### src/common/arcade_pkg.sv
////////////////////
// Arcade front end shared types
// PS/2 events, key map, player controls, menu options,
// AXI4-Lite channel structs and register offsets
////////////////////

package arcade_pkg;

  // One PS/2 report from the HPS side
  // Toggle flips once per new event
  typedef struct packed {
    logic       toggle;
    logic       pressed;
    logic       extended;
    logic [7:0] code;
  } ps2_event_t;

  // Held state of every mapped key
  typedef struct packed {
    logic up;
    logic down;
    logic left;
    logic right;
    logic ctrl;
    logic alt;
    logic space;
    logic shift;
    logic num_1;
    logic num_2;
    logic num_5;
    logic num_6;
    logic a;
    logic s;
    logic q;
    logic r;
    logic f;
    logic d;
    logic g;
    logic p;
    logic w;
  } key_state_t;

  // Controls for one player
  // Buttons are 4 down to 1
  typedef struct packed {
    logic       up;
    logic       down;
    logic       left;
    logic       right;
    logic [3:0] buttons;
    logic       start;
    logic       coin;
    logic       pause;
  } player_t;

  // Menu options as seen by the core
  typedef struct packed {
    logic [3:0] offset_x;
    logic [3:0] offset_y;
    logic       rotate;
    logic       flip;
    logic       compatibility;
    logic       service;
    logic       sprite_en;
    logic [2:0] layer_en;
    logic [3:0] game_index;
    logic [2:0] scandoubler_fx;
  } game_options_t;

  ////////////////////
  // AXI4-Lite
  ////////////////////

  // Master to slave
  typedef struct packed {
    logic        awvalid;
    logic [3:0]  awaddr;
    logic        wvalid;
    logic [31:0] wdata;
    logic [3:0]  wstrb;
    logic        bready;
    logic        arvalid;
    logic [3:0]  araddr;
    logic        rready;
  } axil_req_t;

  // Slave to master
  typedef struct packed {
    logic        awready;
    logic        wready;
    logic        bvalid;
    logic [1:0]  bresp;
    logic        arready;
    logic        rvalid;
    logic [31:0] rdata;
    logic [1:0]  rresp;
  } axil_rsp_t;

  // Register byte offsets
  localparam logic [3:0] REG_STATUS  = 4'h0;
  localparam logic [3:0] REG_PLAYERS = 4'h4;
  localparam logic [3:0] REG_ASPECT  = 4'h8;

  localparam logic [1:0] RESP_OKAY   = 2'b00;
  localparam logic [1:0] RESP_SLVERR = 2'b10;

endpackage

### src/logic/reset_ctrl.sv
////////////////////
// Reset stretcher
// Asserts with its input, releases synchronously
// a fixed number of cycles later
////////////////////

`timescale 1ns/1ps

module reset_ctrl #(
  parameter int RESET_STRETCH = 16
) (
  input  logic clk_sys,
  input  logic rst_in,
  output logic rst_out
);

  localparam int CW = $clog2(RESET_STRETCH + 1);

  // Cycles left before release
  logic [CW-1:0] count;

  // Input acts as the async reset here
  // Output rises at once, counter reloads on every assertion
  always_ff @(posedge clk_sys or posedge rst_in) begin
    if (rst_in) begin
      count   <= CW'(RESET_STRETCH - 1);
      rst_out <= 1'b1;
    end else if (count != '0) begin
      count <= count - 1'b1;
    end else begin
      // Count expired, release on this edge
      rst_out <= 1'b0;
    end
  end

endmodule

### src/logic/lock_monitor.sv
////////////////////
// PLL lock monitor
// Pulses the PLL reset for LOCK_HOLD cycles
// when lock is lost
////////////////////

`timescale 1ns/1ps

module lock_monitor #(
  parameter int LOCK_HOLD = 256
) (
  input  logic clk_sys,
  input  logic RESET,
  input  logic pll_locked,
  output logic pll_reset
);

  localparam int CW = $clog2(LOCK_HOLD + 1);

  logic          locked_q;
  logic [CW-1:0] hold_cnt;

  always_ff @(posedge clk_sys or posedge RESET) begin
    if (RESET) begin
      locked_q  <= 1'b0;
      hold_cnt  <= '0;
      pll_reset <= 1'b0;
    end else begin
      locked_q <= pll_locked;
      // Falling lock starts the hold
      // A second loss during the hold is part of the same reset
      if (!pll_reset && locked_q && !pll_locked) begin
        hold_cnt  <= CW'(LOCK_HOLD - 1);
        pll_reset <= 1'b1;
      end else if (hold_cnt != '0) begin
        hold_cnt <= hold_cnt - 1'b1;
      end else begin
        pll_reset <= 1'b0;
      end
    end
  end

  // Hold length is bounded
  a_hold_len : assert property (
    @(posedge clk_sys) disable iff (RESET)
    $rose(pll_reset) |-> ##LOCK_HOLD !pll_reset
  );

endmodule

### src/input/key_decoder.sv
////////////////////
// Input stage 1
// Tracks PS/2 key state and registers the joysticks
////////////////////

`timescale 1ns/1ps

module key_decoder
  import arcade_pkg::*;
(
  input  logic        clk_sys,
  input  logic        RESET,
  input  ps2_event_t  ps2,
  input  logic [31:0] joystick_0,
  input  logic [31:0] joystick_1,
  output key_state_t  keys,
  output logic [10:0] joy_0_q,
  output logic [10:0] joy_1_q
);

  logic       toggle_q;
  logic       new_event;
  key_state_t keys_d;

  // Any flip of the toggle bit is a fresh report
  assign new_event = ps2.toggle != toggle_q;

  // Scan code map
  always_comb begin
    keys_d = keys;
    if (new_event) begin
      case (ps2.code)
        8'h75: keys_d.up    = ps2.pressed;
        8'h72: keys_d.down  = ps2.pressed;
        8'h6B: keys_d.left  = ps2.pressed;
        8'h74: keys_d.right = ps2.pressed;
        8'h14: keys_d.ctrl  = ps2.pressed;
        8'h11: keys_d.alt   = ps2.pressed;
        8'h29: keys_d.space = ps2.pressed;
        8'h12: keys_d.shift = ps2.pressed;
        8'h16: keys_d.num_1 = ps2.pressed;
        8'h1E: keys_d.num_2 = ps2.pressed;
        8'h2E: keys_d.num_5 = ps2.pressed;
        8'h36: keys_d.num_6 = ps2.pressed;
        8'h1C: keys_d.a     = ps2.pressed;
        8'h1B: keys_d.s     = ps2.pressed;
        8'h15: keys_d.q     = ps2.pressed;
        8'h2D: keys_d.r     = ps2.pressed;
        8'h2B: keys_d.f     = ps2.pressed;
        8'h23: keys_d.d     = ps2.pressed;
        8'h34: keys_d.g     = ps2.pressed;
        8'h4D: keys_d.p     = ps2.pressed;
        8'h1D: keys_d.w     = ps2.pressed;
        // Unmapped codes are ignored
        default: ;
      endcase
    end
  end

  always_ff @(posedge clk_sys or posedge RESET) begin
    if (RESET) begin
      toggle_q <= 1'b0;
      keys     <= '0;
      joy_0_q  <= '0;
      joy_1_q  <= '0;
    end else begin
      toggle_q <= ps2.toggle;
      keys     <= keys_d;
      // Only the low 11 bits carry controls
      joy_0_q  <= joystick_0[10:0];
      joy_1_q  <= joystick_1[10:0];
    end
  end

  // No toggle change, no key change
  a_keys_quiet : assert property (
    @(posedge clk_sys) disable iff (RESET)
    (ps2.toggle == toggle_q) |=> $stable(keys)
  );

endmodule

### src/input/player_merge.sv
////////////////////
// Input stage 2
// Merges keys with joystick bits into player structs
////////////////////

`timescale 1ns/1ps

module player_merge
  import arcade_pkg::*;
(
  input  logic        clk_sys,
  input  logic        RESET,
  input  key_state_t  keys,
  input  logic [10:0] joy_0_q,
  input  logic [10:0] joy_1_q,
  output player_t     player_0,
  output player_t     player_1
);

  player_t p0_d;
  player_t p1_d;

  // Joystick bits: 0 right, 1 left, 2 down, 3 up,
  // 7..4 buttons, 8 start, 9 coin, 10 pause
  always_comb begin
    p0_d.up      = keys.up    | joy_0_q[3];
    p0_d.down    = keys.down  | joy_0_q[2];
    p0_d.left    = keys.left  | joy_0_q[1];
    p0_d.right   = keys.right | joy_0_q[0];
    p0_d.buttons = {keys.shift, keys.space, keys.alt, keys.ctrl} | joy_0_q[7:4];
    p0_d.start   = keys.num_1 | joy_0_q[8];
    p0_d.coin    = keys.num_5 | joy_0_q[9];
    p0_d.pause   = keys.p     | joy_0_q[10];

    // Second player on the left-hand keys
    p1_d.up      = keys.r     | joy_1_q[3];
    p1_d.down    = keys.f     | joy_1_q[2];
    p1_d.left    = keys.d     | joy_1_q[1];
    p1_d.right   = keys.g     | joy_1_q[0];
    p1_d.buttons = {keys.w, keys.q, keys.s, keys.a} | joy_1_q[7:4];
    p1_d.start   = keys.num_2 | joy_1_q[8];
    p1_d.coin    = keys.num_6 | joy_1_q[9];
    // No pause key for player 1
    p1_d.pause   = joy_1_q[10];
  end

  always_ff @(posedge clk_sys or posedge RESET) begin
    if (RESET) begin
      player_0 <= '0;
      player_1 <= '0;
    end else begin
      player_0 <= p0_d;
      player_1 <= p1_d;
    end
  end

endmodule

### src/logic/status_regs.sv
////////////////////
// AXI4-Lite status registers
// Holds the menu status word, decodes options and aspect,
// reads back player state
////////////////////

`timescale 1ns/1ps

module status_regs
  import arcade_pkg::*;
(
  input  logic          clk_sys,
  input  logic          RESET,
  input  axil_req_t     axil_req,
  output axil_rsp_t     axil_rsp,
  input  player_t       player_0,
  input  player_t       player_1,
  output logic [31:0]   status,
  output logic          soft_reset,
  output game_options_t options,
  output logic [12:0]   video_arx,
  output logic [12:0]   video_ary
);

  logic        bvalid_q;
  logic [1:0]  bresp_q;
  logic        rvalid_q;
  logic [31:0] rdata_q;
  logic [1:0]  rresp_q;
  logic        wr_hs;
  logic        rd_hs;
  logic [1:0]  aspect;
  logic        orientation;

  // Address and data taken together, one response outstanding
  assign wr_hs = axil_req.awvalid && axil_req.wvalid && !bvalid_q;
  assign rd_hs = axil_req.arvalid && !rvalid_q;

  always_comb begin
    axil_rsp.awready = wr_hs;
    axil_rsp.wready  = wr_hs;
    axil_rsp.bvalid  = bvalid_q;
    axil_rsp.bresp   = bresp_q;
    axil_rsp.arready = rd_hs;
    axil_rsp.rvalid  = rvalid_q;
    axil_rsp.rdata   = rdata_q;
    axil_rsp.rresp   = rresp_q;
  end

  ////////////////////
  // Write channel
  ////////////////////

  always_ff @(posedge clk_sys or posedge RESET) begin
    if (RESET) begin
      status   <= '0;
      bvalid_q <= 1'b0;
    end else if (wr_hs) begin
      bvalid_q <= 1'b1;
      if (axil_req.awaddr == REG_STATUS) begin
        // Byte lanes per wstrb
        for (int i = 0; i < 4; i++) begin
          if (axil_req.wstrb[i]) begin
            status[8*i +: 8] <= axil_req.wdata[8*i +: 8];
          end
        end
      end
    end else if (bvalid_q && axil_req.bready) begin
      bvalid_q <= 1'b0;
    end
  end

  // Response code rides with the handshake
  always_ff @(posedge clk_sys) begin
    if (wr_hs) begin
      bresp_q <= (axil_req.awaddr == REG_STATUS) ? RESP_OKAY : RESP_SLVERR;
    end
  end

  ////////////////////
  // Read channel
  ////////////////////

  always_ff @(posedge clk_sys or posedge RESET) begin
    if (RESET) begin
      rvalid_q <= 1'b0;
    end else if (rd_hs) begin
      rvalid_q <= 1'b1;
    end else if (rvalid_q && axil_req.rready) begin
      rvalid_q <= 1'b0;
    end
  end

  // Data captured once, held while rvalid waits
  always_ff @(posedge clk_sys) begin
    if (rd_hs) begin
      rresp_q <= RESP_OKAY;
      case (axil_req.araddr)
        REG_STATUS:  rdata_q <= status;
        REG_PLAYERS: rdata_q <= {10'b0, player_1, player_0};
        REG_ASPECT:  rdata_q <= {3'b0, video_ary, 3'b0, video_arx};
        default: begin
          rdata_q <= '0;
          rresp_q <= RESP_SLVERR;
        end
      endcase
    end
  end

  ////////////////////
  // Status decode
  ////////////////////

  assign soft_reset  = status[0];
  assign aspect      = status[2:1];
  assign orientation = status[3];

  // Zero means original ratio, else one of the custom ARC modes
  assign video_arx = (aspect == 2'd0) ? (orientation ? 13'd3 : 13'd4)
                                      : 13'(aspect) - 13'd1;
  assign video_ary = (aspect == 2'd0) ? (orientation ? 13'd4 : 13'd3) : 13'd0;

  always_comb begin
    options.offset_x       = status[27:24];
    options.offset_y       = status[31:28];
    options.rotate         = status[3];
    options.flip           = status[4];
    options.compatibility  = status[8];
    options.service        = status[9];
    // Menu bits are "off" flags
    options.sprite_en      = ~status[10];
    options.layer_en       = ~status[13:11];
    options.game_index     = status[21:18];
    options.scandoubler_fx = status[7:5];
  end

  a_bvalid_hold : assert property (
    @(posedge clk_sys) disable iff (RESET)
    bvalid_q && !axil_req.bready |=> bvalid_q
  );

  a_rvalid_hold : assert property (
    @(posedge clk_sys) disable iff (RESET)
    rvalid_q && !axil_req.rready |=> rvalid_q && $stable(rdata_q)
  );

endmodule

### src/logic/core_frontend.sv
////////////////////
// Arcade core front end
// Lock monitor, resets, input pipeline and status registers
////////////////////

`timescale 1ns/1ps

module core_frontend
  import arcade_pkg::*;
#(
  parameter int LOCK_HOLD     = 256,
  parameter int RESET_STRETCH = 16
) (
  input  logic          clk_sys,
  input  logic          RESET,
  input  logic          pll_locked,
  input  ps2_event_t    ps2,
  input  logic [31:0]   joystick_0,
  input  logic [31:0]   joystick_1,
  input  axil_req_t     axil_req,
  output logic          pll_reset,
  output logic          rst_sys,
  output logic          rst_core,
  output player_t       player_0,
  output player_t       player_1,
  output game_options_t options,
  output logic [12:0]   video_arx,
  output logic [12:0]   video_ary,
  output axil_rsp_t     axil_rsp
);

  key_state_t  keys;
  logic [10:0] joy_0_q;
  logic [10:0] joy_1_q;
  logic        soft_reset;

  lock_monitor #(.LOCK_HOLD(LOCK_HOLD)) u_lock (
    .clk_sys   (clk_sys),
    .RESET     (RESET),
    .pll_locked(pll_locked),
    .pll_reset (pll_reset)
  );

  // System reset follows board reset and lock
  reset_ctrl #(.RESET_STRETCH(RESET_STRETCH)) u_rst_sys (
    .clk_sys(clk_sys),
    .rst_in (RESET | ~pll_locked),
    .rst_out(rst_sys)
  );

  // Core reset also takes the menu reset bit
  reset_ctrl #(.RESET_STRETCH(RESET_STRETCH)) u_rst_core (
    .clk_sys(clk_sys),
    .rst_in (RESET | ~pll_locked | soft_reset),
    .rst_out(rst_core)
  );

  key_decoder u_keys (
    .clk_sys   (clk_sys),
    .RESET     (RESET),
    .ps2       (ps2),
    .joystick_0(joystick_0),
    .joystick_1(joystick_1),
    .keys      (keys),
    .joy_0_q   (joy_0_q),
    .joy_1_q   (joy_1_q)
  );

  player_merge u_merge (
    .clk_sys (clk_sys),
    .RESET   (RESET),
    .keys    (keys),
    .joy_0_q (joy_0_q),
    .joy_1_q (joy_1_q),
    .player_0(player_0),
    .player_1(player_1)
  );

  // Raw status word stays inside, the core sees decoded options
  status_regs u_regs (
    .clk_sys   (clk_sys),
    .RESET     (RESET),
    .axil_req  (axil_req),
    .axil_rsp  (axil_rsp),
    .player_0  (player_0),
    .player_1  (player_1),
    .status    (),
    .soft_reset(soft_reset),
    .options   (options),
    .video_arx (video_arx),
    .video_ary (video_ary)
  );

endmodule

### config.mk
export PLATFORM = sky130hd
export DESIGN_NAME = core_frontend
export DESIGN_NICKNAME = d
export VERILOG_FILES = /design/src/common/arcade_pkg.sv /design/src/logic/reset_ctrl.sv /design/src/logic/lock_monitor.sv /design/src/input/key_decoder.sv /design/src/input/player_merge.sv /design/src/logic/status_regs.sv /design/src/logic/core_frontend.sv
export SDC_FILE = /design/constraint.sdc
export NUM_CORES = 1
export LEC_CHECK = 0
export BUFFER_PORTS_ARGS = -buffer_cell sky130_fd_sc_hd__buf_2
export CORE_MARGIN = 5
export CORE_UTILIZATION = 54
export CTS_CLUSTER_SIZE = 12
export DETAILED_ROUTE_END_ITERATION = 16
export PLACE_DENSITY = 0.87
export SYNTH_ARGS = -nofsm -noshare
export SYNTH_HDL_FRONTEND = slang
export SYNTH_HIERARCHICAL = 1
export SYNTH_SLANG_ARGS = --single-unit
### constraint.sdc
create_clock -name clk_sys -period 5.25 [get_ports clk_sys]
set_input_delay 0.7875 -clock clk_sys [delete_from_list [all_inputs] [get_ports clk_sys]]
set_output_delay 0.7875 -clock clk_sys [all_outputs]
set_load 0.01 [all_outputs]
* Word level (Yosys, flattened, before mapping) *
Index checks and enable logic that the tools add are counted.
Widths: inputs -> output; s select.

cells by class
  reductions and logical operators = 46
  add/sub/neg operators = 4
  equality and inequality tests = 25
  muxes and demuxes = 15
  bitwise operators = 20

operators with widths
  kind                 number
  $pmux 32 s3          1
  $eq 8x5->1 const B   9
  $eq 8x6->1 const B   7
  $reduce_and 2->1     21
  $eq 8x7->1 const B   5
  $mux 13              2
  $mux 9               2
  $or 1x1->1           15
  $reduce_and 3->1     4
  $reduce_bool 5->1    2
  $sub 5x1->5 const B  2
  $reduce_bool 9->1    1
  $sub 9x1->9 const B  1
  $logic_not 4->1      2
  $or 4x4->4           2
  $logic_and 1x1->1    7
  $mux 1               6
  $mux 3               2
  $reduce_bool 2->1    3
  $eq 4x3->1 const B   1
  $eq 4x4->1 const B   1
  $logic_not 1->1      4
  $mux 2               2
  $not 3->3            1
  other kinds (6)      7

storage, ports and cells
  bits of input ports = 127
  output and inout port bits = 115
  register bits after elaboration = 159
  word-level logic and storage cells = 166

* Logic depth before layout (Yosys ltp) *
Gate-level depths: netlist of run 1.

  depth after elaboration = 4
  mapped depth = 6
  gate-level depth less buffers = 6

* Cells and area by module *
The synthesis of run 1 kept the hierarchy.

modules (own cells, without submodules)
  module         area each (um2)  cells each  instances  seq. area each (um2)
  status_regs    3,223.1          238         1          1,871.8
  key_decoder    1,660.3          109         1          1,101.1
  player_merge   685.7            44          1          550.5
  reset_ctrl     296.5            25          2          156.4
  lock_monitor   555.5            54          1          275.3
  core_frontend  15.0             2           1          0.0

* Least setup slack after synthesis of run 1 *
OpenSTA, ideal clock, no wires.

  path type = input to output
  start = input port axil_req[5] (netlist bit)
  end = output port axil_rsp[35] (netlist bit)
  slack = 1.833 ns
  data arrival time = 2.630 ns
  data required time = 4.463 ns
  path buffers = 1
  stages = 2
  cell sequence = nor2b_1 -> buf_4

RTL lines
  what             RTL line             source
  start, declared  core_frontend.sv:20  input axil_req_t axil_req,
  end, declared    core_frontend.sv:29  output axil_rsp_t axil_rsp

==> impl_metrics.csv, run 1 <==
group,metric,value,unit
power_and_ir_drop,p_switching,0.667,mW
power_and_ir_drop,p_sw_share,23.3,%
final_layout,seq_area,0.00411,mm^2
floorplanning,io_pins,242,
clock_tree,postCtsHoldBufs,0,
global_route,antenna_found_initial,1,
sta,rsz0062_at_grt,"no",
floorplanning,rows,40,
worst_setup_path,r2r_slack,3160,ps
worst_setup_path,crit_path_end_kind,"primary output",
sta,max_clock_freq,368,MHz
synthesis,avgSynthCellArea,13.8,um^2
sta,final.setup.tns,0,ps
floorplanning,die_h,120,um
placement,port_buffers,176,
worst_setup_path,r2r_end,"u_keys/keys[9]",
route,routed_wl,14200,um
sta,slew_violations,0,
power_and_ir_drop,p_per_area,354,mW/mm^2
global_route,grt_pass1_wl,22800,um
floorplanning,initial_core_util,55.0,%
clock_tree,clk_pin_slew,60,ps
clock_tree,cts.sinks,157,
clock_tree,cts_buffer_depth,2,
synthesis,syn-cell-area,0.00658,mm^2
worst_setup_path,r2r_start,"u_keys/toggle_q",
run_status,status,"completed",
sta,setup_viol_count_final,0,
worst_setup_path,crit_top_cell,"buf_2",
route,drc,0,
clock_tree,htree_levels,4,
worst_setup_path,required,4460,ps
worst_setup_path,crit_start,"axil_req[5]",
sta,relSlewSlack,18.1,%
floorplanning,fp.dieW,120,um
route,drtAntennaViolNets,0,
final_layout,fin_nets,784,
final_layout,multiInputGateArea,0.00219,mm^2
global_route,overflow,0,
worst_setup_path,crit_fanout,34,
worst_setup_path,critPathCapture,"axil_rsp[35]",
power_and_ir_drop,leakage,3.90,nW
synthesis,yosysWarnings,6,
clock_tree,clk_latency,420,ps
clock_tree,postCtsSetupRepairBufs,0,
worst_setup_path,path_cells,"buf_2 -> nor2b_4 -> buf_2",
route,wl_per_cell,17.5,um
floorplanning,coreArea,0.0120,mm^2
final_layout,area_growth,22.9,%
clock_tree,cts-resized-gates,0,
min_path,min_path_type,"primary input to async pin",
worst_setup_path,arrival,1930,ps
worst_setup_path,critical_path_class,"primary input to primary output",
worst_setup_path,startpoint_type,"primary input",
power_and_ir_drop,vdd_drop_max,0.000190,V
sta,final-hold-violation-count,0,
power_and_ir_drop,intPower,2.20,mW
route,num_vias,4241,
route,firstDrtPassIters,4,
global_route,grt_pass1_vias,4506,
power_and_ir_drop,combPwrFrac,9.2,%
floorplanning,dieArea,0.0145,mm^2
clock_tree,cts_tree,"built",
placement,place.gp.congestion,0.873,
global_route,grt_use_total,20.4,%
placement,place_hpwl,10700,um
flow_run,maxCapViolCount,0,
sta,max_slew.worst_pin.slew,1220,ps
sta,min_period,2710,ps
worst_setup_path,cp_slowest_cell,"nor2b_4",
worst_setup_path,critPathMaxStageDelay,780,ps
global_route,grt_max_degree,45,
route,drtIter0Drc,219,
final_layout,fillCellCount,829,
power_and_ir_drop,clkPwrFrac,43.0,%
final_layout,drive_above_1_share,44.2,%
worst_setup_path,ff2ff_path_depth,3,
sta,holdWs,341,ps
synthesis,syn_inst,477,
sta,finalCritPeriodShare,51.7,%
route,avgViaCountPerCell,5.22,
clock_tree,clock-root-buffer,"clkbuf_16",
power_and_ir_drop,p_seq_share,47.8,%
sta,skew,6.35,ps
clock_tree,cts_buffers,17,
through the flow:
step | cells | setup slack, ps | total power, mW | utilization [%] | cell area (um^2)
2_1_floorplan | 498 | 1830 | 1.54 | - | 6660
3_3_place_gp | 780 | 2530 | 1.65 | 62.5 | 7470
3_5_place_dp | 780 | 2490 | 1.66 | 62.5 | 7470
4_1_cts | 812 | 2520 | 2.89 | 67.6 | 8090
5_1_grt | 813 | 2440 | 2.98 | 67.6 | 8090
6_report | 813 | 2540 | 2.86 | 67.6 | 8090
routing by layer:
| layer | wire length (um) | GRT usage [%] | up-vias |
|---|---|---|---|
| li1 | - | - | 1994 |
| met1 | 5670 | 23.9 | 2065 |
| met2 | 7240 | 34.8 | 151 |
| met3 | 828 | 5.00 | 31 |
| met4 | 474 | 10.7 | 0 |
| met5 | 0 | 0 | - |
layout by cell type (no fill, tap or decap), types with 9 or more instances in the layout:
| cell type | instances |
|---|---|
| dfstp_2 | 10 |
| nand3_1 | 13 |
| a22o_1 | 16 |
| buf_2 | 176 |
| or2_1 | 21 |
| mux2_2 | 42 |
| and2_1 | 11 |
| edfxtp_1 | 34 |
| inv_1 | 25 |
| dfrtp_1 | 113 |
| a21oi_1 | 9 |
| nand2_1 | 19 |
| clkbuf_16 | 19 |
| conb_1 | 22 |
power by group through the flow:
stage               Combinational [mW]  Sequential [mW]  Clock, mW
floorplan                        0.148             1.40          0
global placement                 0.258             1.39          0
detailed placement               0.265             1.39          0
CTS                              0.266             1.37       1.26
global route                     0.288             1.38       1.31
finish                           0.263             1.37       1.23
critical path, delay by kind of cell:
kind	cells	cell delay, ps
and+or+nand+nor	1	780
buffers and inverters	2	360
sequential cells by signal, summed over array words and instances, names as in the netlist:
| register | cells |
|---|---|
| u_lock/pll_reset | 1 |
| u_keys/keys | 21 |
| u_regs/status | 32 |
| u_regs/rdata_q | 32 |
| u_rst_core/count | 5 |
| u_rst_sys/count | 5 |
| u_regs/rresp_q | 1 |
| u_rst_sys/rst_out | 1 |
| u_keys/joy_1_q | 11 |
| u_rst_core/rst_out | 1 |
| u_keys/joy_0_q | 11 |
| u_keys/toggle_q | 1 |
| u_lock/hold_cnt | 9 |
| u_regs/bresp_q | 1 |
| u_merge/player_1 | 11 |
| u_regs/bvalid_q | 1 |
| u_regs/rvalid_q | 1 |
| u_lock/locked_q | 1 |
| u_merge/player_0 | 11 |
layout make-up:
class | instances | area share [%]
inverter | 26 | 1.21
sequential | 157 | 50.8
timing repair buffer | 178 | 11.1
clock buffer | 20 | 5.92
tap | 147 | 2.27
clock inverter | 12 | 1.65
multi-input combinational | 272 | 27.0
antenna | 1 | 0.0309
how the worst min path moves through the flow:
stage,slack [ps],end,cells past startpoint
floorplan,330,u_merge/player_1[0],0
global placement,330,u_merge/player_1[0],0
detailed placement,360,u_merge/player_1[0],0
CTS,320,u_rst_sys/count[4],3
global route,340,u_rst_sys/count[4],3
finish,340,u_rst_sys/count[4],3
Power figures use the tool's default switching activity.
==> inputs of run 2 (changes only) <==
Settings changed: CORE_UTILIZATION 54 to 45, PLACE_DENSITY 0.87 to 0.77.
Clock period 5.25 ns to 2.2 ns, I/O delays scaled along.
==> impl_metrics.csv, run 2 (same netlist as run 1, synthesis figures left out) <==
group,metric,value,unit
global_route,antenna_found_initial,0,
route,firstDrtPassIters,4,
sta,setup_viol_count_final,0,
clock_tree,postCtsSetupRepairBufs,0,
clock_tree,cts_tree,"built",
worst_setup_path,startpoint_type,"register",
sta,rsz0062_at_grt,"no",
clock_tree,clock-root-buffer,"clkbuf_16",
route,drtAntennaViolNets,0,
worst_setup_path,r2r_start,"u_lock/hold_cnt[1]",
placement,place_hpwl,11300,um
final_layout,final_core_util,58.3,%
sta,layout_setup_ws,326,ps
worst_setup_path,cp_slowest_cell,"nor4b_2",
worst_setup_path,critPathMaxStageDelay,480,ps
sta,min_period,1870,ps
floorplanning,rows,44,
sta,max_clock_freq,534,MHz
worst_setup_path,crit_path_end_kind,"register",
min_path,hold_end,"u_keys/joy_1_q[1]",
sta,max_slew.worst_pin.slew,534,ps
placement,dpl_worst_slack,82.3,ps
power_and_ir_drop,power,6.93,mW
final_layout,area_growth,27.8,%
worst_setup_path,required,2510,ps
final_layout,layout_common_cells,"buf_2, dfrtp_1, mux2_2",
floorplanning,die_h,131,um
worst_setup_path,arrival,2190,ps
final_layout,fillCellCount,1161,
floorplanning,fp.dieW,131,um
clock_tree,cts_buffer_depth,2,
flow_run,maxCapViolCount,0,
min_path,holdPathStages,1,
sta,relSlewSlack,63.9,%
clock_tree,clk_pin_slew,60,ps
clock_tree,cts.sinks,157,
final_layout,design_area,0.00841,mm^2
worst_setup_path,path_cells,"inv_1 -> ha_1 -> nor4b_2 -> nand2_1 -> a31o_2",
worst_setup_path,ff2ff_path_depth,5,
final_layout,reg_top3,"u_regs/rdata_q: 32 flops, u_regs/status: 32 flops, u_keys/keys: 21 flops",
sta,final-hold-violation-count,0,
route,drc,0,
run_status,status,"completed",
global_route,overflow,0,
floorplanning,coreArea,0.0144,mm^2
clock_tree,clk_latency,420,ps
worst_setup_path,r2r_slack,330,ps
final_layout,final_common_cell,"buf_2",
min_path,min_path_type,"primary input to register",
floorplanning,io_pins,242,
route,num_vias,4450,
route,avgViaCountPerCell,5.06,
placement,place.gp.congestion,0.888,
final_layout,drive_above_1_share,43.0,%
power_and_ir_drop,leakage,4.02,nW
clock_tree,cts_buffers,17,
global_route,grt_pass1_vias,4576,
global_route,grt_use_total,17.8,%
power_and_ir_drop,p_per_area,823,mW/mm^2
sta,skew,6.19,ps
clock_tree,htree_levels,4,
global_route,grt_pass1_wl,23300,um
power_and_ir_drop,vdd_drop_max,0.000497,V
route,drtIter0Drc,186,
placement,port_buffers,176,
sta,final.setup.tns,0,ps
floorplanning,dieArea,0.0171,mm^2
worst_setup_path,critical_path_class,"register to register",
placement,dpl_cell_area,0.00761,mm^2
final_layout,diodes,0,
floorplanning,initial_core_util,45.6,%
route,wl_per_cell,17.1,um
worst_setup_path,crit_fanout,5,
min_path,holdCritStartpoint,"joystick_1[1]",
worst_setup_path,r2r_end,"u_lock/hold_cnt[2]",
global_route,grt_max_degree,35,
route,routed_wl,15100,um
sta,slew_violations,0,
sta,finalCritPeriodShare,85.2,%
final_layout,fin_nets,814,
-- run 2: cell count changes in the layout (fill, tap and decap cells not counted), sizes merged --
| cell | delta |
|---|---|
| clkinvlp | +1 |
| buf | +10 |
| inv | -1 |
| dlygate4sd3 | +20 |
| clkbuf | -2 |
| bufinv | +2 |
| diode | -1 |
-- run 2: final cells by class --
type                    count  area (um^2)  share of cell area [%]
well taps                 184          230                    2.74
flip-flops and latches    157         4110                    48.9
repair buffers            208         1180                    14.1
clock buffers              18          429                    5.10
inverters                  26         97.6                    1.16
multi-input cells         272         2190                    26.0
clock inverters            14          175                    2.08
-- run 2: worst max-delay path by stage --
stage / endpoint / slack, ps / startpoint
floorplan: u_regs/status[24] / 170 / axil_req[45]
global placement: u_regs/status[26] / 110 / axil_req[45]
detailed placement: u_regs/status[26] / 80 / axil_req[45]
CTS: video_arx[1] / 280 / u_regs/status[3]
global route: u_lock/hold_cnt[0] / 210 / u_lock/hold_cnt[1]
finish: u_lock/hold_cnt[2] / 330 / u_lock/hold_cnt[1]
-- run 2: metal layers --
layer | track usage [%] | share of wire, %
met5 | 0 | 0
met2 | 30.7 | 52
met4 | 7.99 | 2.2
met1 | 21.4 | 39
met3 | 3.74 | 6.7
-- run 2: repair_timing --
action                    CTS  global route
hold endpoints to repair   69             0
gates resized for setup     0             0
hold buffers               20             0
-- run 2: stage by stage --
step                      hold slack, ps  instances
after CTS                         0.0247        879
after floorplan                      163        498
after global routing                1.39        879
after global placement               327        827
final                               27.3        879
after detailed placement             335        827
-- run 2: critical path: cells and delay by family, from the launching register on --
family          cells  cell delay [ps]
fa+ha+maj           1              200
flops               1              440
buf+inv             1               80
simple gates        2              730
compound gates      1              310
-- run 2: power breakdown --
| part | total [mW] | switching, mW | internal (mW) |
|---|---|---|---|
| logic | 0.667 | 0.361 | 0.306 |
| registers | 3.27 | 0.110 | 3.16 |
| clock network | 2.99 | 1.12 | 1.88 |
| total | 6.93 | 1.59 | 5.34 |
